File: src/rtl/eeprom_pkg.sv
package eeprom_pkg;

    // host side
    localparam int addr_w = 11;                // 2048 bytes, blocks in bits 10..8
    localparam int data_w = 8;

    // control byte layout: dev_type, block bits, r/w bit
    localparam logic [3:0] dev_type = 4'b1010;

    // four quarter phases per bus bit, scl low for the first two
    localparam int bit_clks = 4;

    // commands from the transaction FSM to the bit engine
    typedef enum logic [1:0] {
        cmd_start = 2'd0,   // also the repeated start
        cmd_stop  = 2'd1,
        cmd_write = 2'd2,   // byte out, then sample slave ack
        cmd_read  = 2'd3    // byte in, then drive master ack
    } bus_cmd_e;

endpackage
File: src/rtl/eeprom_ctrl.sv
`timescale 1ns/10ps

module eeprom_ctrl (
    input  logic                          CLK,
    input  logic                          RESET,
    input  logic                          wr,
    input  logic                          rd,
    input  logic [eeprom_pkg::addr_w-1:0] addr,
    input  logic [eeprom_pkg::data_w-1:0] data_wr,
    input  logic                          busy,
    input  logic                          done,
    input  logic [eeprom_pkg::data_w-1:0] rx_byte,
    input  logic                          slave_ack,
    output logic                          cmd_valid,
    output eeprom_pkg::bus_cmd_e          cmd,
    output logic [eeprom_pkg::data_w-1:0] tx_byte,
    output logic                          master_ack,
    output logic                          ack,
    output logic                          nak,
    output logic [eeprom_pkg::data_w-1:0] data_rd,
    output logic                          data_rd_oe
);
    import eeprom_pkg::*;

    typedef enum logic [3:0] {
        st_idle,
        st_write_start,
        st_ctrl_write,
        st_addr_write,
        st_data_write,
        st_read_start,
        st_ctrl_read,
        st_data_read,
        st_stop,
        st_done
    } state_e;

    state_e            state;
    state_e            next_state;
    logic              issued;     // command of this state already sent
    logic              is_read;
    logic              nak_flag;
    logic              byte_nak;
    logic [addr_w-1:0] addr_q;
    logic [data_w-1:0] data_q;

    assign byte_nak = (cmd == cmd_write) && !slave_ack;

    // where to go once the engine reports done
    always_comb begin
        next_state = st_stop;   // also the exit on a missing ack
        case (state)
            st_write_start: next_state = st_ctrl_write;
            st_ctrl_write:  if (slave_ack) next_state = st_addr_write;
            st_addr_write:  if (slave_ack) next_state = is_read ? st_read_start : st_data_write;
            st_read_start:  next_state = st_ctrl_read;
            st_ctrl_read:   if (slave_ack) next_state = st_data_read;
            st_stop:        next_state = st_done;
            default:        next_state = st_stop;
        endcase
    end

    // command and byte for the current state
    always_comb begin
        cmd        = cmd_write;
        tx_byte    = addr_q[data_w-1:0];
        master_ack = 1'b0;   // single byte read ends with nack
        case (state)
            st_write_start, st_read_start: cmd = cmd_start;
            st_ctrl_write: tx_byte = {dev_type, addr_q[addr_w-1:data_w], 1'b0};
            st_ctrl_read:  tx_byte = {dev_type, addr_q[addr_w-1:data_w], 1'b1};
            st_data_write: tx_byte = data_q;
            st_data_read:  cmd = cmd_read;
            st_stop:       cmd = cmd_stop;
            default:       cmd = cmd_write;
        endcase
    end

    always_ff @(posedge CLK) begin
        if (RESET) begin
            state     <= st_idle;
            issued    <= 1'b0;
            cmd_valid <= 1'b0;
            is_read   <= 1'b0;
            nak_flag  <= 1'b0;
        end else begin
            cmd_valid <= 1'b0;
            case (state)
                st_idle: begin
                    issued <= 1'b0;
                    if (wr || rd) begin
                        is_read  <= !wr;   // write wins
                        nak_flag <= 1'b0;
                        state    <= st_write_start;
                    end
                end
                st_done: state <= st_idle;
                default: begin
                    if (!issued && !busy) begin
                        cmd_valid <= 1'b1;
                        issued    <= 1'b1;
                    end else if (issued && done) begin
                        issued <= 1'b0;
                        state  <= next_state;
                        if (byte_nak)
                            nak_flag <= 1'b1;
                    end
                end
            endcase
        end
    end

    always_ff @(posedge CLK) begin
        if (state == st_idle && (wr || rd)) begin
            addr_q <= addr;
            data_q <= data_wr;
        end
        if (state == st_data_read && issued && done)
            data_rd <= rx_byte;
    end

    assign ack        = (state == st_done);
    assign nak        = ack && nak_flag;
    assign data_rd_oe = ack && is_read && !nak_flag;

    // ack only right after the engine finished a stop
    a_ack_single: assert property (
        @(posedge CLK) disable iff (RESET)
        ack |-> $past(done && cmd == cmd_stop)
    ) else $error("ack without a completed stop condition");

    // a returned byte needs an acknowledged read control byte
    a_oe_with_ack: assert property (
        @(posedge CLK) disable iff (RESET)
        data_rd_oe |-> slave_ack
    ) else $error("data bus driven after an unacknowledged read");

endmodule

File: config.mk
export PLATFORM = sky130hd
export DESIGN_NAME = eeprom_ctrl
export DESIGN_NICKNAME = d
export VERILOG_FILES = /design/src/rtl/eeprom_pkg.sv /design/src/rtl/eeprom_ctrl.sv
export SDC_FILE = /design/constraint.sdc
export NUM_CORES = 1
export LEC_CHECK = 0
export BUFFER_PORTS_ARGS = -buffer_cell sky130_fd_sc_hd__buf_4
export CAP_MARGIN = 20
export CORE_AREA = 2 2 65 61
export DETAILED_ROUTE_END_ITERATION = 16
export DIE_AREA = 0 0 67 63
export GPL_ROUTABILITY_DRIVEN = 1
export HOLD_SLACK_MARGIN = 0.03
export PLACE_DENSITY = 0.73
export SKIP_LAST_GASP = 1
export SYNTH_ARGS = -nofsm -noshare
export SYNTH_HDL_FRONTEND = slang
export SYNTH_SLANG_ARGS = --single-unit
File: constraint.sdc
create_clock -name CLK -period 6.53 [get_ports CLK]
set_clock_uncertainty 0.05 [all_clocks]
set_input_delay 1.306 -clock CLK [delete_from_list [all_inputs] [get_ports CLK]]
set_output_delay 1.306 -clock CLK [all_outputs]
set_load 0.005 [all_outputs]
Word-level counts from Yosys, hierarchy flattened
Index checks and enable logic that the tools add are counted.
W data, S select, Z words.
- bits in registers: 35
- logic and storage cells: 68
- eq/ne operators: 13
- multiplexer cells: 20
- bitwise operators: 1
- reduce and logical (&&, ||, !) cells: 26
- operator list (cell ; number):
    $mux W4 ; 6
    $pmux W4 S6 ; 1
    $pmux W8 S3 ; 1
    $eq A4 B3 Y1 const B ; 4
    $logic_and A1 B1 Y1 ; 9
    $eq A4 B2 Y1 const B ; 2
    $eq A4 B4 Y1 const B ; 2
    $mux W1 ; 8
    $pmux W4 S2 ; 1
    $pmux W2 S3 ; 1
    $reduce_bool A3 Y1 ; 2
    $logic_not A1 Y1 ; 5
    $reduce_and A5 Y1 ; 1
    $eq A4 B1 Y1 const B ; 1
    $logic_not A4 Y1 ; 1
    $pmux W1 S2 ; 2
    $reduce_and A2 Y1 ; 2
    $reduce_bool A2 Y1 ; 2
    $ne A3 B2 Y1 const B ; 1
    $reduce_and A3 Y1 ; 1
    $reduce_or A3 Y1 ; 1
    $eq A2 B2 Y1 const B ; 1
    $ne A2 B1 Y1 const B ; 1
    $ne A2 B2 Y1 const B ; 1
    3 further kinds ; 3

Depth between registers and ports, before layout
- depth after elaboration: 9
- mapped depth: 6
- mapped depth without buffers: 4

Worst setup path before layout
No wires, ideal clock.
- path kind: input port to flip-flop
- start point: in rd
- end point: reg addr_q[0] (enable)
- arrival: 2.237 ns
- required time: 6.083 ns
- slack: 3.846 ns
- stages on the path: 2
- path through: nor2_1 > nor2b_1
- cells in the longest elaborated chain, start to end: 2
- RTL lines (what ; RTL line ; text):
    start, declared ; eeprom_ctrl.sv:7 ; input logic rd,
    $logic_or A1 B1 Y1 ; eeprom_ctrl.sv:114 ; if (state == st_idle && (wr || rd)) begin
    $logic_and A1 B1 Y1 ; eeprom_ctrl.sv:114 ;
    end signal, assigned ; eeprom_ctrl.sv:115 ; addr_q <= addr;
    end, declared ; eeprom_ctrl.sv:44 ; logic [addr_w-1:0] addr_q;
No other way between the ends.
A chain may end at the register's enable or synchronous reset.

Final worst setup path
- start point: reg state[1]
- end point: out tx_byte[5] (netlist bit)
- cells in the longest elaborated chain, start to end: 2
- elaborated cells between the ends (all ways): 4
- classes of those cells: eq/ne (3); mux (1)
- RTL lines (what ; RTL line ; text):
    start, declared ; eeprom_ctrl.sv:38 ; state_e state;
    start signal, assigned ; eeprom_ctrl.sv:81 ; state <= st_idle;
    start signal, assigned ; eeprom_ctrl.sv:94 ; state <= st_write_start;
    start signal, assigned ; eeprom_ctrl.sv:97 ; st_done: state <= st_idle;
    $eq A4 B3 Y1 or $eq A4 B2 Y1 (tied branches) ; eeprom_ctrl.sv:68 ; case (state)
    $pmux W8 S3 (*) ; eeprom_ctrl.sv:68 ;
    end, declared ; eeprom_ctrl.sv:16 ; output logic [eeprom_pkg::data_w-1:0] tx_byte,
Mark *: on every way between the ends. The rest lies on a longest branch, timed or not.

==> impl_metrics.toml <==
[clock_tree]
hold_buffers = 0
cts_buffers = 5
cts_resized = 0
clockBufferDepth = 2
clkSinkCount = 35
post-cts-setup-buffer-count = 0
cts_root_buffer = "clkbuf_8"
htree_levels = 2
clk_pin_slew_ns = 0.07
cts_tree = "yes"
clk_latency_ns = 0.28

[setup_path]
required_ns = 5.17
regToRegSetupSlack_ns = 4.60
end_kind = "output pin"
worst-setup-path-type = "flop to output pin"
crit_path_end = "tx_byte[5]"
cp-startpoint = "state[1]"
cp-start-kind = "flop"
path_cells = "nor2_1, nor3_1, o22a_1, buf_4"
reg2reg_to = "data_rd[2]"
reg2reg_depth = 3
crit_path_max_incr_delay_ns = 0.67
cp_slowest_cell = "dfxtp_1"
critPathArrivalTime_ns = 1.82
cp_max_fo = 15
reg2reg_from = "state[0]"

[die]
ios = 57
die_w_um = 67
core_area_um2 = 3570
initial_core_util_pct = 43.2
rows = 21
die_area_um2 = 4220
die_y_um = 63

[synth]
synth_edf_count = 27
synthTopCellsByArea = "edfxtp_1 (53%), dfxtp_1 (10%), nand2_1 (3.6%)"
syn_area_um2 = 1540
synth-main-ff-cell = "edfxtp_1"
ys_types = 37
ys_seq_elements = 35
avgSynthCellArea_um2 = 11.8
yosysSeqAreaShare_pct = 62.9
yosys_warnings = 0
synth_top_area_share_pct = 52.5
async_flop_share_pct = 0
synth_top_cell_by_area = "edfxtp_1"
syn_nets = 165
synth_cells = 131

[power_and_ir_drop]
ir_drop_v = 0.000202
power_leakage_uw = 0.000850
power_density_nw_per_um2 = 258

[global_routing]
grt_max_degree = 20
grt_pass1_vias = 1227
antenna_found_initial = 0
overflow = 0
grt.total_usage_pct = 16.9
grt_pass1_wl_um = 5170

[outcome]
status = "finished clean"

[timing]
period_share_pct = 48.7
setup_viol = 0
setup_tns_ns = 0
finalHoldViolCount = 0
slew_viol_final = 0
max_clock_freq_ghz = 0.314
worst_slew_pin_slew_ns = 0.669
grt_setup_unrepaired = "false"
fin_crit_ns = 3.18
relSlewSlack_pct = 55.3

[routing]
dr.pass1.iters = 4
ant_nets = 0
wl_um = 3250
via_per_inst = 5.21
drt_iter0_markers = 33
wl_per_cell_um = 13.8
drc = 0
vias = 1225

[cells_and_area]
fin_area_um2 = 2070
layout_common_cells = "buf_4 (56), edfxtp_1 (27), nand2_1 (15)"
area_growth_pct = 33.8
drive_gt1_share_pct = 35.4
antenna_cells = 0
n_fill_cell = 327
nNetsFinal = 222
stdcell_count = 235
layout_commonest_cell = "buf_4"
utilization_pct = 57.8

[place]
dp_hpwl_um = 2430
port_buffers = 55
dp.cells = 226
post_dp_cell_area_um2 = 1980
gp_congestion = 0.763

[hold_path]
min_from = "issued"
hp-class = "flop to flop"

[job]
max_cap_viol_count = 0
-- synthesized netlist by cell type, types with 3 or more instances --
master and instances:
a21oi_1 6, nand2_1 15, edfxtp_1 27, buf_2 3, dfxtp_1 8, nand2b_1 6, o21ai_0 6, inv_1 4
a22oi_1 3, nor2_1 12, nor3_1 6
-- sequential cells by signal (all words and copies together), names as in the netlist --
register,flops
cmd_valid,1
issued,1
nak_flag,1
addr_q,11
data_rd,8
state,4
is_read,1
data_q,8
-- how the worst min path moves through the flow --
| stage | end | cells after the start |
|---|---|---|
| after floorplan | cmd_valid | 1 |
| after global placement | cmd_valid | 1 |
| after detailed placement | cmd_valid | 1 |
| after CTS | cmd_valid | 1 |
| after global routing | cmd_valid | 1 |
| final | cmd_valid | 1 |
-- power by group --
part / total [uW] / internal, uW / switching, uW
clock network: 145 / 74.7 / 70.7
logic: 101 / 52.0 / 48.8
registers: 288 / 268 / 19.5
total: 534 / 395 / 139
-- stage by stage --
step | total power [uW] | hold WS, ns | setup slack [ns]
final | 534 | 0.445 | 3.35
after global routing | 562 | 0.487 | 3.24
after CTS | 540 | 0.449 | 3.40
after detailed placement | 393 | 0.437 | 3.72
after global placement | 389 | 0.419 | 3.73
after floorplan | 345 | 0.400 | 3.85
-- metal layers --
metal  part of all wire (%)  track usage [%]
met1                     40             19.2
met2                     49             27.0
met3                    6.7             5.77
met4                    4.0             9.95
met5                      0                0
-- kinds of logic (layout without fill, tap and decap cells) --
kind of cell	after synthesis	count (layout)	share of synthesized area, %
multiplexers	2	2	1.30
XOR/XNOR	1	1	0.567
flip-flops	35	35	62.9
buffers and inverters	11	69	3.89
other	1	1	0.243
AO/OA/AOI/OAI	27	27	11.8
AND/OR/NAND/NOR	54	54	19.4
-- final cells by class --
cell class / count / area [um2] / area share (%)
well taps: 46 / 57.6 / 2.79
multi-input cells: 85 / 513 / 24.8
repair buffers: 57 / 428 / 20.7
clock buffers: 7 / 76.3 / 3.69
flip-flops and latches: 35 / 971 / 47.0
clock inverters: 1 / 5.00 / 0.242
inverters: 4 / 15.0 / 0.727
-- critical path: cells and delay by family (launching register included) --
kind | cells | cell delay [ns]
AO/OA/AOI/OAI | 1 | 0.22
flip-flops | 1 | 0.67
buffers and inverters | 1 | 0.11
AND/OR/NAND/NOR | 2 | 0.54
Note: power is estimated with default switching activity, not from simulation.
