## src/rtl/eeprom_pkg.sv

```systemverilog
package eeprom_pkg;

    // host side
    localparam int addr_w = 11;                // 2048 bytes, blocks in bits 10..8
    localparam int data_w = 8;

    // control byte layout: dev_type, block bits, r/w bit
    localparam logic [3:0] dev_type = 4'b1010;

    // four quarter phases per bus bit, scl low for the first two
    localparam int bit_clks = 4;

    // commands from the transaction FSM to the bit engine
    typedef enum logic [1:0] {
        cmd_start = 2'd0,   // also the repeated start
        cmd_stop  = 2'd1,
        cmd_write = 2'd2,   // byte out, then sample slave ack
        cmd_read  = 2'd3    // byte in, then drive master ack
    } bus_cmd_e;

endpackage
```

## src/rtl/i2c_bit_engine.sv

```systemverilog
`timescale 1ns/10ps

module i2c_bit_engine (
    input  logic                          CLK,
    input  logic                          RESET,
    input  logic                          cmd_valid,
    input  eeprom_pkg::bus_cmd_e          cmd,
    input  logic [eeprom_pkg::data_w-1:0] tx_byte,
    input  logic                          master_ack,
    input  logic                          sda_in,
    output logic                          scl,
    output logic                          sda_drive_low,
    output logic                          busy,
    output logic                          done,
    output logic [eeprom_pkg::data_w-1:0] rx_byte,
    output logic                          slave_ack
);
    import eeprom_pkg::*;

    localparam int q_w    = $clog2(bit_clks);
    localparam int q_rise = bit_clks / 2 - 1;   // last low quarter
    localparam int q_samp = bit_clks / 2;       // first high quarter
    localparam int q_last = bit_clks - 1;
    localparam int b_w    = $clog2(data_w + 1);

    logic [q_w-1:0]    quarter;
    logic [b_w-1:0]    bit_cnt;
    bus_cmd_e          cur_cmd;
    logic [data_w-1:0] shift_out;
    logic              ack_bit;
    logic              ack_slot;
    logic              framing;
    logic              last_q;
    logic              next_low;

    assign ack_slot = (bit_cnt == b_w'(data_w));   // ninth bit
    assign framing  = (cur_cmd == cmd_start) || (cur_cmd == cmd_stop);
    assign last_q   = (quarter == q_w'(q_last));

    // sda level for the coming bit, applied at the end of quarter 0
    always_comb begin
        case (cur_cmd)
            cmd_start: next_low = 1'b0;             // release before scl rises
            cmd_stop:  next_low = 1'b1;             // low before scl rises
            cmd_write: next_low = ack_slot ? 1'b0 : ~shift_out[data_w-1];
            default:   next_low = ack_slot ? ack_bit : 1'b0;
        endcase
    end

    always_ff @(posedge CLK) begin
        if (RESET) begin
            busy          <= 1'b0;
            done          <= 1'b0;
            quarter       <= '0;
            bit_cnt       <= '0;
            cur_cmd       <= cmd_stop;
            scl           <= 1'b1;
            sda_drive_low <= 1'b0;
        end else begin
            done <= 1'b0;
            if (!busy) begin
                if (cmd_valid) begin
                    busy    <= 1'b1;
                    cur_cmd <= cmd;
                    quarter <= '0;
                    bit_cnt <= '0;
                    scl     <= 1'b0;   // quarter 0 is low
                end
            end else begin
                quarter <= quarter + 1'b1;
                if (quarter == '0)
                    sda_drive_low <= next_low;
                if (quarter == q_w'(q_rise))
                    scl <= 1'b1;
                // start and stop move sda in the middle of the high phase
                if (framing && quarter == q_w'(q_samp))
                    sda_drive_low <= (cur_cmd == cmd_start);
                if (last_q) begin
                    if (framing || ack_slot) begin
                        busy <= 1'b0;
                        done <= 1'b1;   // scl stays high until the next command
                    end else begin
                        scl     <= 1'b0;
                        bit_cnt <= bit_cnt + 1'b1;
                    end
                end
            end
        end
    end

    // shift registers and sampled acknowledge
    always_ff @(posedge CLK) begin
        if (!busy && cmd_valid) begin
            shift_out <= tx_byte;
            ack_bit   <= master_ack;
        end else if (busy && quarter == q_w'(q_samp)) begin
            if (cur_cmd == cmd_read && !ack_slot)
                rx_byte <= {rx_byte[data_w-2:0], sda_in};   // msb first
            if (cur_cmd == cmd_write && ack_slot)
                slave_ack <= ~sda_in;
        end else if (busy && last_q && cur_cmd == cmd_write) begin
            shift_out <= shift_out << 1;
        end
    end

    // the controller waits for done before the next command
    a_no_cmd_while_busy: assert property (
        @(posedge CLK) disable iff (RESET)
        cmd_valid |-> !busy
    ) else $error("cmd_valid while bit engine busy");

    // data bits only move under scl low, start and stop are the exceptions
    a_sda_only_scl_low: assert property (
        @(posedge CLK) disable iff (RESET)
        $changed(sda_drive_low) |-> !scl || (busy && framing)
    ) else $error("sda changed while scl high outside start/stop");

endmodule

```

## config.mk

```make
export PLATFORM = sky130hd
export DESIGN_NAME = i2c_bit_engine
export DESIGN_NICKNAME = d
export VERILOG_FILES = /design/src/rtl/eeprom_pkg.sv /design/src/rtl/i2c_bit_engine.sv
export SDC_FILE = /design/constraint.sdc
export NUM_CORES = 1
export LEC_CHECK = 0
export ABC_CLOCK_PERIOD_IN_PS = 1700
export BUFFER_PORTS_ARGS = -buffer_cell sky130_fd_sc_hd__buf_2
export CORE_UTILIZATION = 47
export DETAILED_ROUTE_END_ITERATION = 8
export MAX_ROUTING_LAYER = met4
export PLACE_DENSITY = 0.74
export SYNTH_ARGS = -nofsm -noshare
export SYNTH_HDL_FRONTEND = slang
export SYNTH_SLANG_ARGS = --single-unit
```

## constraint.sdc

```tcl
create_clock -name CLK -period 1.7 [get_ports CLK]
set_clock_uncertainty 0.1 [all_clocks]
set_input_delay 0.085 -clock CLK [delete_from_list [all_inputs] [get_ports CLK]]
set_output_delay 0.085 -clock CLK [all_outputs]
set_load 0.01 [all_outputs]
```

Word level (Yosys, flattened, before mapping)
Index checks and enable logic that the tools add are counted.

storage, ports and cells
  register bits after elaboration = 30
  input bits = 15
  logic and storage cells = 75

cells by class
  $add $sub $neg = 2
  eq/ne operators = 10
  multiplexer cells = 24
  bitwise logic cells = 5
  reduce and logical (&&, ||, !) cells = 23

operator list
  cell                                                                   number
  8-bit two-way mux                                                      3
  4-bit two-way mux                                                      4
  1-bit two-way mux                                                      14
  3-bit AND reduction                                                    3
  2-bit equality test, second input constant                             4
  1-bit logical AND                                                      7
  2-bit AND reduction                                                    3
  2-bit nonzero test                                                     3
  1-bit inverter                                                         5
  4-bit by 1-bit adder with 4-bit output, second input constant          1
  2-bit by 1-bit equality test with 1-bit output, second input constant  2
  4-bit equality test, second input constant                             1
  2-bit zero test                                                        2
  2-bit two-way mux                                                      2
  2-bit != test, second input constant                                   2
  1-bit one-hot mux with 3 select lines                                  1
  3-bit OR reduction                                                     1
  2-bit by 1-bit adder with 2-bit output, second input constant          1
  1-bit zero test                                                        2
  1-bit logical OR                                                       2
  2-bit by 1-bit != test with 1-bit output, second input constant        1

Logic depth before layout (Yosys ltp)
Gate-level depths: netlist of the first run.

  word-level depth = 6
  mapped depth = 7
  mapped depth without buffers = 6

Least setup slack after synthesis of the first run
OpenSTA, ideal clock, no wires.

  kind = register -> register
  from = register bit_cnt[0]
  to = register rx_byte[0] in the netlist's numbering (enable)
  setup time = 383 ps
  arrival = 1411 ps
  data required time = 1217 ps
  slack = -195 ps
  stages on the path, launching flop included = 6
  path buffers = 0
  cell sequence = dfxtp_1 > inv_1 > ha_1 > nand3b_4 > nand2_1 > nor3_1

between the ends
  word-level cells in the longest chain between the ends = 4

RTL lines
  item                           line                  RTL
  start, declared                i2c_bit_engine.sv:27  logic [b_w-1:0] bit_cnt;
  start signal, assigned         i2c_bit_engine.sv:84  bit_cnt <= bit_cnt + 1'b1;
  4-bit equality test            i2c_bit_engine.sv:36  assign ack_slot = (bit_cnt == b_w'(data_w));
  1-bit zero test                i2c_bit_engine.sv:97  if (cur_cmd == cmd_read && !ack_slot)
  1-bit logical AND              i2c_bit_engine.sv:97
  3-bit AND reduction (no line)  --
  end signal, assigned           i2c_bit_engine.sv:98  rx_byte <= {rx_byte[data_w-2:0], sda_in};
  end, declared                  i2c_bit_engine.sv:15  output logic [eeprom_pkg::data_w-1:0] rx_byte,

No other way between the ends.
A chain may end at the register's enable or synchronous reset.

Worst setup path in the final report of the first run
  from = register bit_cnt[1]
  to = register rx_byte[4] in the netlist's numbering (enable)

Same word-level chain as after synthesis.

==> results by group, run 1 <==
Layout
  • Area growth from synthesis to layout: 28.8%
  • Filler cell count in the final layout: 222
  • Most frequent cells in the layout: 30 x nand2_1, 27 x buf_2, 18 x edfxtp_1
  • Fin util: 0.664
  • Layout cells sized above 1: 0.285
  • Seq. cell area: between 700 and 800 um^2
  • Antenna cells: 0
  • Layout net count: 192
  • Non-Filler Instances: 202
  • Multi-input combinational cell area: 495 um^2
  • Cell area after layout: 1710 um^2
  • Most common cell after layout, fill and taps aside: nand2_1

Logic synthesis
  • Mux contribution to synthesized area: 0.0227
  • Synthesized area: 1320 um^2
  • Syn nets: 144
  • Avg Synthesized Cell Area: between 10 and 15 um^2
  • Largest family of logic cells by synthesized area: simple AND/OR/NAND/NOR gates
  • Synth Area in Compound Gates: 0.0595
  • Synth Instances: approximately 120
  • Post-Synth Adder-Cell Area: 0.0567
  • Seq/Total Area, Yosys: 0.590
  • Simple logic cell fraction of the synthesized area: 0.215
  • Post-synth top area share: 0.408
  • Synth area leader: edfxtp_1
  • Synth area leaders: edfxtp_1 41%, dfxtp_1 18%, nand2_1 8.5%
  • YS warnings: 0
  • XOR/XNOR share of the synthesized area: 0.0132
  • Synth cell types: 30
  • Synthesized flop and latch total: 30

Critical path
  • Worst EP arrival: 1550 ps
  • Startpoint types: register
  • Required @ worst endpoint: 1640 ps
  • Setup CP Type: register to register
  • Critical path endpoint category: register
  • Worst-path fanout max: 8

Floorplan
  • Initial Utilization: 0.516
  • Die Span Y: 55.1 um
  • Die extent in x: 55.1 um
  • Site Rows: 18
  • Full die area: 3030 um^2
  • I/O pin cnt: 28
  • Core area: 2570 um^2

Clock network
  • Max clock buf depth: 2
  • CTS H-Tree Depth: 2
  • # Post-CTS Setup Buffers: 0
  • Clock Pin Slew Worst Setup and Hold Paths: 90 ps
  • Clock sink count: 30
  • Worst-Skew Late Latency: 330 ps
  • CTS tree: done
  • CTS buffer count: 5
  • Clk root buf: clkbuf_4

Place
  • Dpl cells: 180
  • Placed inst area: 1510 um^2
  • Pre-CTS setup slack: about 70 ps
  • DPL Wire Length: 1800 um
  • Port buffer count: 27
  • GPL Wtd Cong: between 0.7 and 0.8

Pwr
  • VDD IR max: 0.689 mV
  • Lkg Pwr: 0.743 nW
  • PwrDens: 798 nW/um^2

Route
  • First-iteration detailed-routing DRC count: 27
  • Post-Route WL: 2610 um
  • DRC Markers: 0
  • Average wire per standard cell: 12.9 um
  • Antenna viol nets, final: 0
  • Pre-antenna DRT Iters: 4
  • DR vias/cell: between 5 and 6
  • Via count: 1,026

Global route
  • Total GRT Usage: 0.209
  • Largest net degree at the start of global routing: 16
  • Global route total overflow: 0
  • Global-route wire length before repair: 4040 um
  • Vias in the first global route: between 900 and 1k
  • Initial antenna violation count: 0

STA
  • Fmax: a little over 0.6 GHz
  • Final-report max-slew violation count: 0
  • Fin crit share: 0.948
  • Worst-Margin Slew: 481 ps
  • Fin. Hold Viols: 0
  • Worst setup margin: 88.1 ps
  • Unrepaired setup endpoints after global routing: false
  • Max-slew headroom: 0.679
  • Min Tclk post-route: 1610 ps
  • TNS Setup: 0 ps
  • Final setup viols: 0

Run status
  • Status: finished clean

Worst hold path
  • HP Class: register to register

Run
  • Max cap viols: 0
## state kept, by name, summed over array words and instances, names as in the netlist, 2 cells and up
| register | cells |
|---|---|
| bit_cnt | 4 |
| cur_cmd | 2 |
| quarter | 2 |
| rx_byte | 8 |
| shift_out | 8 |
## per-layer routing
metal | part of all wire | GRT usage | vias up
li1 | - | - | 514
met3 | 0.051 | 0.0820 | 4
met1 | 0.43 | 0.228 | 479
met2 | 0.51 | 0.333 | 29
met4 | 0.014 | 0.100 | 0
met5 | 0 | - | -
## through the flow
step                hold slack (ps)  power, mW
global route                    363       1.42
global placement                162      0.948
CTS                             347       1.37
floorplan                      83.9      0.908
detailed placement              163      0.953
finish                          355       1.36
## timing repair
item,in CTS,in global routing
setup endpoints to repair,0,16
resized for setup,0,2
hold buffers,14,0
endpoints found under the hold margin,17,0
## power breakdown
part	leakage, nW	internal [mW]	switching [mW]
Combinational	0.447	0.0729	0.0748
Sequential	0.266	0.799	0.0163
Clock	0.0297	0.155	0.243
Total	0.743	1.03	0.334
## worst max-delay path, stage by stage (launching register included)
cell	delay (ps)
dfxtp_1	390
inv_1	60
ha_1	210
nand3b_4	130
nand2_1	80
nor3_2	160
buf_4	190
## cells in the mapped netlist (all sizes together)
cell    number
a211o        1
a211oi       1
a21oi        3
a31oi        1
and2         2
and2b        1
and3         2
buf          4
dfxtp       12
edfxtp      18
ha           6
inv          9
mux2i        3
nand2       30
nand2b       1
nand3        2
nand3b       1
nand4        1
nor2        11
nor3         7
o211ai       1
o21ai        2
o31ai        1
o41ai        1
xor2         2
## layout make-up
type / instances / share of cell area
sequential: 30 / 0.459
clock buffer: 6 / 0.0242
clock inverter: 2 / 0.00514
tap: 30 / 0.0220
inverter: 9 / 0.0198
timing repair buffer: 45 / 0.179
multi-input combinational: 80 / 0.291
## final timing paths
path                   start          to  slack, ps  depth (start not counted)
hold / removal    rx_byte[1]  rx_byte[2]        350                          0
setup / recovery  bit_cnt[1]  rx_byte[4]         90                          6
setup reg to reg  bit_cnt[1]  rx_byte[4]         90                          6
hold reg to reg   rx_byte[1]  rx_byte[2]        350                          0
## cell families (layout without fill, tap and decap cells)
logic type | after synthesis | in the layout
flip-flops | 30 | 30
adder cells (fa/ha/maj) | 6 | 6
AND/OR/NAND/NOR | 58 | 58
XOR/XNOR | 2 | 2
multiplexers | 3 | 3
AO/OA/AOI/OAI | 11 | 11
buffers and inverters | 13 | 62
Power figures use the tool's default switching activity.
==> run 2, diff against run 1 <==
==> constraint.sdc (replaced) <==
create_clock -name CLK -period 1.7 [get_ports CLK]
set_clock_uncertainty 0.1 [all_clocks]
set_input_delay 0.085 -clock CLK [delete_from_list [all_inputs] [get_ports CLK]]
set_output_delay 0.085 -clock CLK [all_outputs]
set_load 0.05 [all_outputs]
==> run 2 against run 1 <==
Flip-flop and latch count unchanged; cell area grew 4.0%; sequential share of layout area down 1.8 points; utilization up 2.6 points.
==> results by group, run 2 (synthesized netlist as in run 1, its figures left out) <==
Route
  • DR vias/cell: 5.02 (-1.2%)
  • Antenna viol nets, final: 0 (unchanged)
  • Post-Route WL: 2520 um (-3.2%)
  • Pre-antenna DRT Iters: 4 (unchanged)
  • First-iteration detailed-routing DRC count: 15 (-44%)
  • Average wire per standard cell: 12.5 um (-3.2%)
  • DRC Markers: 0 (unchanged)
  • Via count: 1,014 (-1.2%)

Layout
  • Most common cell after layout, fill and taps aside: nand2_1
  • Layout net count: 192 (unchanged)
  • Filler cell count in the final layout: 207 (-6.8%)
  • Most frequent cells in the layout: 30 x nand2_1, 27 x buf_2, 18 x edfxtp_1
  • Biggest regs: rx_byte (8), shift_out (8), bit_cnt (4)
  • Layout cells sized above 1: 0.302 (+0.0174)
  • Antenna cells: 0 (unchanged)
  • Cell area after layout: 1770 um^2 (+4.0%)
  • Area growth from synthesis to layout: 33.9%

Floorplan
  • Initial Utilization: 0.516 (unchanged)
  • I/O pin cnt: 28 (unchanged)
  • Site Rows: 18 (unchanged)
  • Core area: 2570 um^2 (unchanged)
  • Full die area: 3030 um^2 (unchanged)
  • Die Span Y: 55.1 um (unchanged)
  • Die extent in x: 55.1 um (unchanged)

Critical path
  • Number of buffers and inverters on the critical path: 2 (unchanged)
  • Slowest cell on crit path: dfxtp_1
  • Required @ worst endpoint: 1650 ps (about the same)
  • R2r endpoint: rx_byte[7]
  • Worst stage delay on the critical path: 370 ps (-20 ps)
  • Critical-path cell list: inv_1, ha_1, nand3b_4, nand2_1, nor3_2, buf_4
  • Top delay family on crit path: flip-flops
  • FF-to-FF path depth: 6 (unchanged)
  • Worst EP arrival: 1530 ps (-20 ps)
  • Critical path endpoint category: register
  • Worst-path fanout max: 8 (unchanged)
  • R2r startpoint: bit_cnt[0]
  • Startpoint types: register
  • Setup CP Type: register to register
  • R2r setup slk: 120 ps (+30 ps)

STA
  • Final-report max-slew violation count: 0 (unchanged)
  • Fin crit share: 0.931 (-0.0169)
  • Fmax: 0.632 GHz (+1.8%)
  • Worst setup margin: 117 ps (+28.7 ps)
  • Min Tclk post-route: 1580 ps (-28.7 ps)
  • Fin. Hold Viols: 0 (unchanged)
  • Final setup viols: 0 (unchanged)
  • TNS Setup: 0 ps (unchanged)
  • Worst-Margin Slew: 306 ps (-175 ps)
  • Max-slew headroom: 0.795 (+0.116)
  • Unrepaired setup endpoints after global routing: false

Worst hold path
  • Hold Startpoint: cmd_valid
  • HP Class: input port to register
  • Hold Crit Depth: 4 (+4)
  • Hold Path End: quarter[1]

Pwr
  • Combinational share of power: 0.097 (-0.012)
  • PwrDens: 979 nW/um^2 (+23%)
  • Sequential Power Share: 0.470 (-0.129)
  • Switch Pwr: 0.364 mW (+8.8%)
  • Lkg Pwr: 0.773 nW (+4.1%)
  • Switching portion of total power: 0.210 (-0.0360)
  • Clock share of power: 0.433 (+0.140)
  • VDD IR max: 0.918 mV (+33%)
  • Internal power: 1.37 mW (+34%)
  • Final Power: 1.74 mW (+27%)

Clock network
  • CTS buffer count: 5 (unchanged)
  • CTS tree: done
  • Clk root buf: clkbuf_4
  • Clock sink count: 30 (unchanged)
  • Worst-Skew Late Latency: 340 ps (about the same)
  • Clock Pin Slew Worst Setup and Hold Paths: 90 ps (about the same)
  • Max clock buf depth: 2 (unchanged)
  • CTS H-Tree Depth: 2 (unchanged)

Place
  • Placed inst area: 1520 um^2 (+0.66%)
  • GPL Wtd Cong: 0.754 (-3.5%)
  • DPL Wire Length: 1810 um (+0.68%)
  • Pre-CTS setup slack: 36.3 ps (-34.0 ps)
  • Port buffer count: 27 (unchanged)

Global route
  • Vias in the first global route: 961 (+6.0%)
  • Initial antenna violation count: 0 (unchanged)
  • Global-route wire length before repair: 4030 um (-0.35%)
  • Total GRT Usage: 0.204 (-0.00523)
  • Largest net degree at the start of global routing: 13 (-3)
  • Global route total overflow: 0 (unchanged)

Run
  • Max cap viols: 0 (unchanged)

Run status
  • Status: finished clean
-- run 2: worst max path at each step --
stage / to / start / slack [ps] / depth (start not counted)
after floorplan: rx_byte[0] / bit_cnt[0] / 40 / 5
after global placement: shift_out[0] / quarter[0] / 70 / 3
after detailed placement: shift_out[0] / quarter[0] / 40 / 3
after CTS: shift_out[6] / quarter[0] / 30 / 3
after global routing: rx_byte[0] / bit_cnt[0] / 9 / 6
final: rx_byte[7] / bit_cnt[0] / 120 / 6
-- run 2: per-stage QoR --
| step | hold WS, ps | utilization | instances |
|---|---|---|---|
| 3_5_place_dp | 174 | 0.593 | 180 |
| 6_report | 5.36 | 0.691 | 202 |
| 4_1_cts | 7.02 | 0.687 | 201 |
| 5_1_grt | 57.4 | 0.691 | 202 |
| 3_3_place_gp | 163 | 0.593 | 180 |
| 2_1_floorplan | 83.9 | - | 123 |
-- run 2: power groups by stage --
stage	clock, mW	combinational [mW]	sequential [mW]
after floorplan	0	0.0802	0.849
after global placement	0	0.139	0.830
after detailed placement	0	0.143	0.832
after CTS	0.762	0.167	0.815
after global routing	0.787	0.185	0.820
final	0.751	0.168	0.816
-- run 2: per-layer routing --
layer	routed length, um	part of all wire	track usage	vias to the layer above
met5	0	0	-	-
met4	39	0.015	0.0833	0
met3	127	0.050	0.0847	5
met2	1270	0.50	0.339	27
met1	1090	0.43	0.213	468
li1	-	-	-	514
-- run 2: timing repair --
action,CTS,global route
hold buffers,13,0
gates resized for setup,0,1
buffers inserted,0,1
endpoints found under the hold margin,17,0
setup endpoints to repair,0,8
-- run 2: layout make-up --
type,count,area [um^2],area share
clock buffer,6,51.3,0.0289
clock inverter,2,60.1,0.0339
inverter,9,33.8,0.0191
multi-input combinational,80,504,0.284
sequential,30,783,0.442
tap,30,37.5,0.0212
timing repair buffer,45,303,0.171
-- run 2: worst reg2reg max path: cells and delay by family (launching register included) --
kind	cells	cell delay, ps
buffers and inverters	2	260
adder cells (fa/ha/maj)	1	230
flip-flops	1	370
AND/OR/NAND/NOR	3	340
==> run 3, diff against run 2 <==
Settings changed: REMOVE_ABC_BUFFERS set to 1.
==> run 3 against run 2 <==
Utilization down 2.8 points; power decreased by 21%; combinational power fell by 4%; critical path depth unchanged; global-route usage up 0.98 points; clock-buffer cell count unchanged; sequential power is essentially flat; hold slack improved by 350 ps; flip-flop and latch count unchanged; critical endpoint is now rx_byte[2]; largest cell class unchanged.
==> results by group, run 3 (synthesized netlist as in run 1, its figures left out) <==
Run status
  • Status: finished clean

STA
  • Min Tclk post-route: 1580 ps (-0.0990 ps)
  • Unrepaired setup endpoints after global routing: false
  • TNS Setup: 0 ps (unchanged)
  • Fmax: 0.632 GHz (about the same)
  • Worst-Margin Slew: 264 ps (-41.6 ps)
  • Final setup viols: 0 (unchanged)
  • Max-slew headroom: 0.824 (+0.0287)
  • Fin crit share: 0.931 (about the same)
  • Fin. Hold Viols: 0 (unchanged)
  • Final-report max-slew violation count: 0 (unchanged)

Critical path
  • Worst stage delay on the critical path: 360 ps (about the same)
  • Top delay family on crit path: flip-flops
  • Worst-path fanout max: 8 (unchanged)
  • Required @ worst endpoint: 1650 ps (about the same)
  • Critical-path cell list: inv_1, ha_1, nand3b_4, nand2_1, nor3_2, buf_4
  • Startpoint types: register
  • Critical path endpoint category: register
  • Setup CP Type: register to register
  • Number of buffers and inverters on the critical path: 2 (unchanged)
  • Worst EP arrival: 1530 ps (about the same)
  • Slowest cell on crit path: dfxtp_2

Floorplan
  • Full die area: 3030 um^2 (unchanged)
  • Initial Utilization: 0.516 (unchanged)
  • Core area: 2570 um^2 (unchanged)
  • I/O pin cnt: 28 (unchanged)
  • Die Span Y: 55.1 um (unchanged)
  • Die extent in x: 55.1 um (unchanged)
  • Site Rows: 18 (unchanged)

Route
  • Pre-antenna DRT Iters: 4 (unchanged)
  • DR vias/cell: 5.01 (-0.20%)
  • First-iteration detailed-routing DRC count: 16 (+1)
  • Post-Route WL: 2580 um (+2.1%)
  • Average wire per standard cell: 12.7 um (+2.1%)
  • Via count: 1,012 (-0.20%)
  • DRC Markers: 0 (unchanged)
  • Antenna viol nets, final: 0 (unchanged)

Place
  • Port buffer count: 27 (unchanged)
  • DPL Wire Length: 1810 um (-0.14%)
  • GPL Wtd Cong: 0.909 (+20%)
  • Dpl cells: 180 (unchanged)

Layout
  • Most common cell after layout, fill and taps aside: nand2_1
  • Antenna cells: 0 (unchanged)
  • Area growth from synthesis to layout: 28.5%
  • Biggest regs: rx_byte (8), shift_out (8), bit_cnt (4)
  • Layout cells sized above 1: 0.285 (-0.0174)
  • Layout net count: 192 (unchanged)
  • Non-Filler Instances: 202 (unchanged)
  • Most frequent cells in the layout: 30 x nand2_1, 27 x buf_2, 18 x edfxtp_1

Clock network
  • Worst-Skew Late Latency: 330 ps (about the same)
  • Max clock buf depth: 2 (unchanged)
  • CTS tree: done
  • Clock Pin Slew Worst Setup and Hold Paths: 90 ps (about the same)
  • Clk root buf: clkbuf_4
  • CTS H-Tree Depth: 2 (unchanged)
  • Clock sink count: 30 (unchanged)
  • # Post-CTS Setup Buffers: 0 (unchanged)
  • CTS buffer count: 5 (unchanged)

Global route
  • Initial antenna violation count: 0 (unchanged)
  • Vias in the first global route: 981 (+2.1%)
  • Largest net degree at the start of global routing: 13 (unchanged)
  • Global route total overflow: 0 (unchanged)
  • Total GRT Usage: 0.214 (+0.00982)
  • Global-route wire length before repair: 4170 um (+3.6%)

Pwr
  • Lkg Pwr: 0.742 nW (-4.1%)
  • PwrDens: 810 nW/um^2 (-17%)
  • VDD IR max: 0.743 mV (-19%)

Worst hold path
  • HP Class: register to register

Run
  • Max cap viols: 0 (unchanged)
## run 3: cell count changes in the layout (fill, tap and decap cells not counted), sizes merged
cell / before / now
bufinv: 2 / 0
clkinv: 0 / 2
buf: 32 / 31
dlygate4sd3: 13 / 14
## run 3: area by class of cell
| class | instances | area [um^2] |
|---|---|---|
| Multi-Input combinational cell | 80 | 490 |
| Sequential cell | 30 | 785 |
| Timing Repair Buffer | 45 | 305 |
| Clock inverter | 2 | 8.76 |
| Fill cell | 223 | 866 |
| Tap cell | 30 | 37.5 |
| Inverter | 9 | 33.8 |
| Clock buffer | 6 | 41.3 |
## run 3: path summary, 6_finish.rpt
kind | from | endpoint | slack (ps) | cells past startpoint
max reg2reg | bit_cnt[0] | rx_byte[2] | 120 | 6
max | bit_cnt[0] | rx_byte[2] | 120 | 6
min reg2reg | rx_byte[2] | rx_byte[3] | 350 | 0
min | rx_byte[2] | rx_byte[3] | 350 | 0
## run 3: routing by layer
| layer | GRT usage | wire length (um) | up-vias |
|---|---|---|---|
| met3 | 0.0902 | 120 | 8 |
| met2 | 0.345 | 1290 | 33 |
| li1 | - | - | 514 |
| met4 | 0.100 | 61 | 0 |
| met1 | 0.226 | 1100 | 457 |
| met5 | - | 0 | - |
## run 3: per-stage QoR
| step | worst slack (ps) | hold slack (ps) | total power, mW | instance area, um^2 | util |
|---|---|---|---|---|---|
| 6_report | 117 | 352 | 1.38 | 1700 | 0.663 |
| 5_1_grt | 35.5 | 347 | 1.45 | 1700 | 0.663 |
| 4_1_cts | 52.0 | 343 | 1.39 | 1690 | 0.659 |
| 3_5_place_dp | 68.7 | 164 | 0.971 | 1500 | 0.585 |
| 3_3_place_gp | 117 | 162 | 0.967 | 1500 | 0.585 |
| 2_1_floorplan | -436 | 54.1 | 0.917 | 1300 | - |
## run 3: timing repair
action,4_1_cts,5_1_grt
hold buffers,14,0
setup endpoints to repair,0,17
resized for setup,0,4
endpoints found under the hold margin,16,0
## run 3: worst reg2reg max path, stage by stage (launching register included)
cell and delay, ps:
dfxtp_2 360, inv_1 70, ha_1 230, nand3b_4 120
nand2_1 80, nor3_2 160, buf_4 190
## run 3: where the power goes
part,switching [mW],internal [mW],total [mW]
Clock,0.244,0.155,0.399
Combinational,0.0899,0.0723,0.162
Sequential,0.0188,0.799,0.818
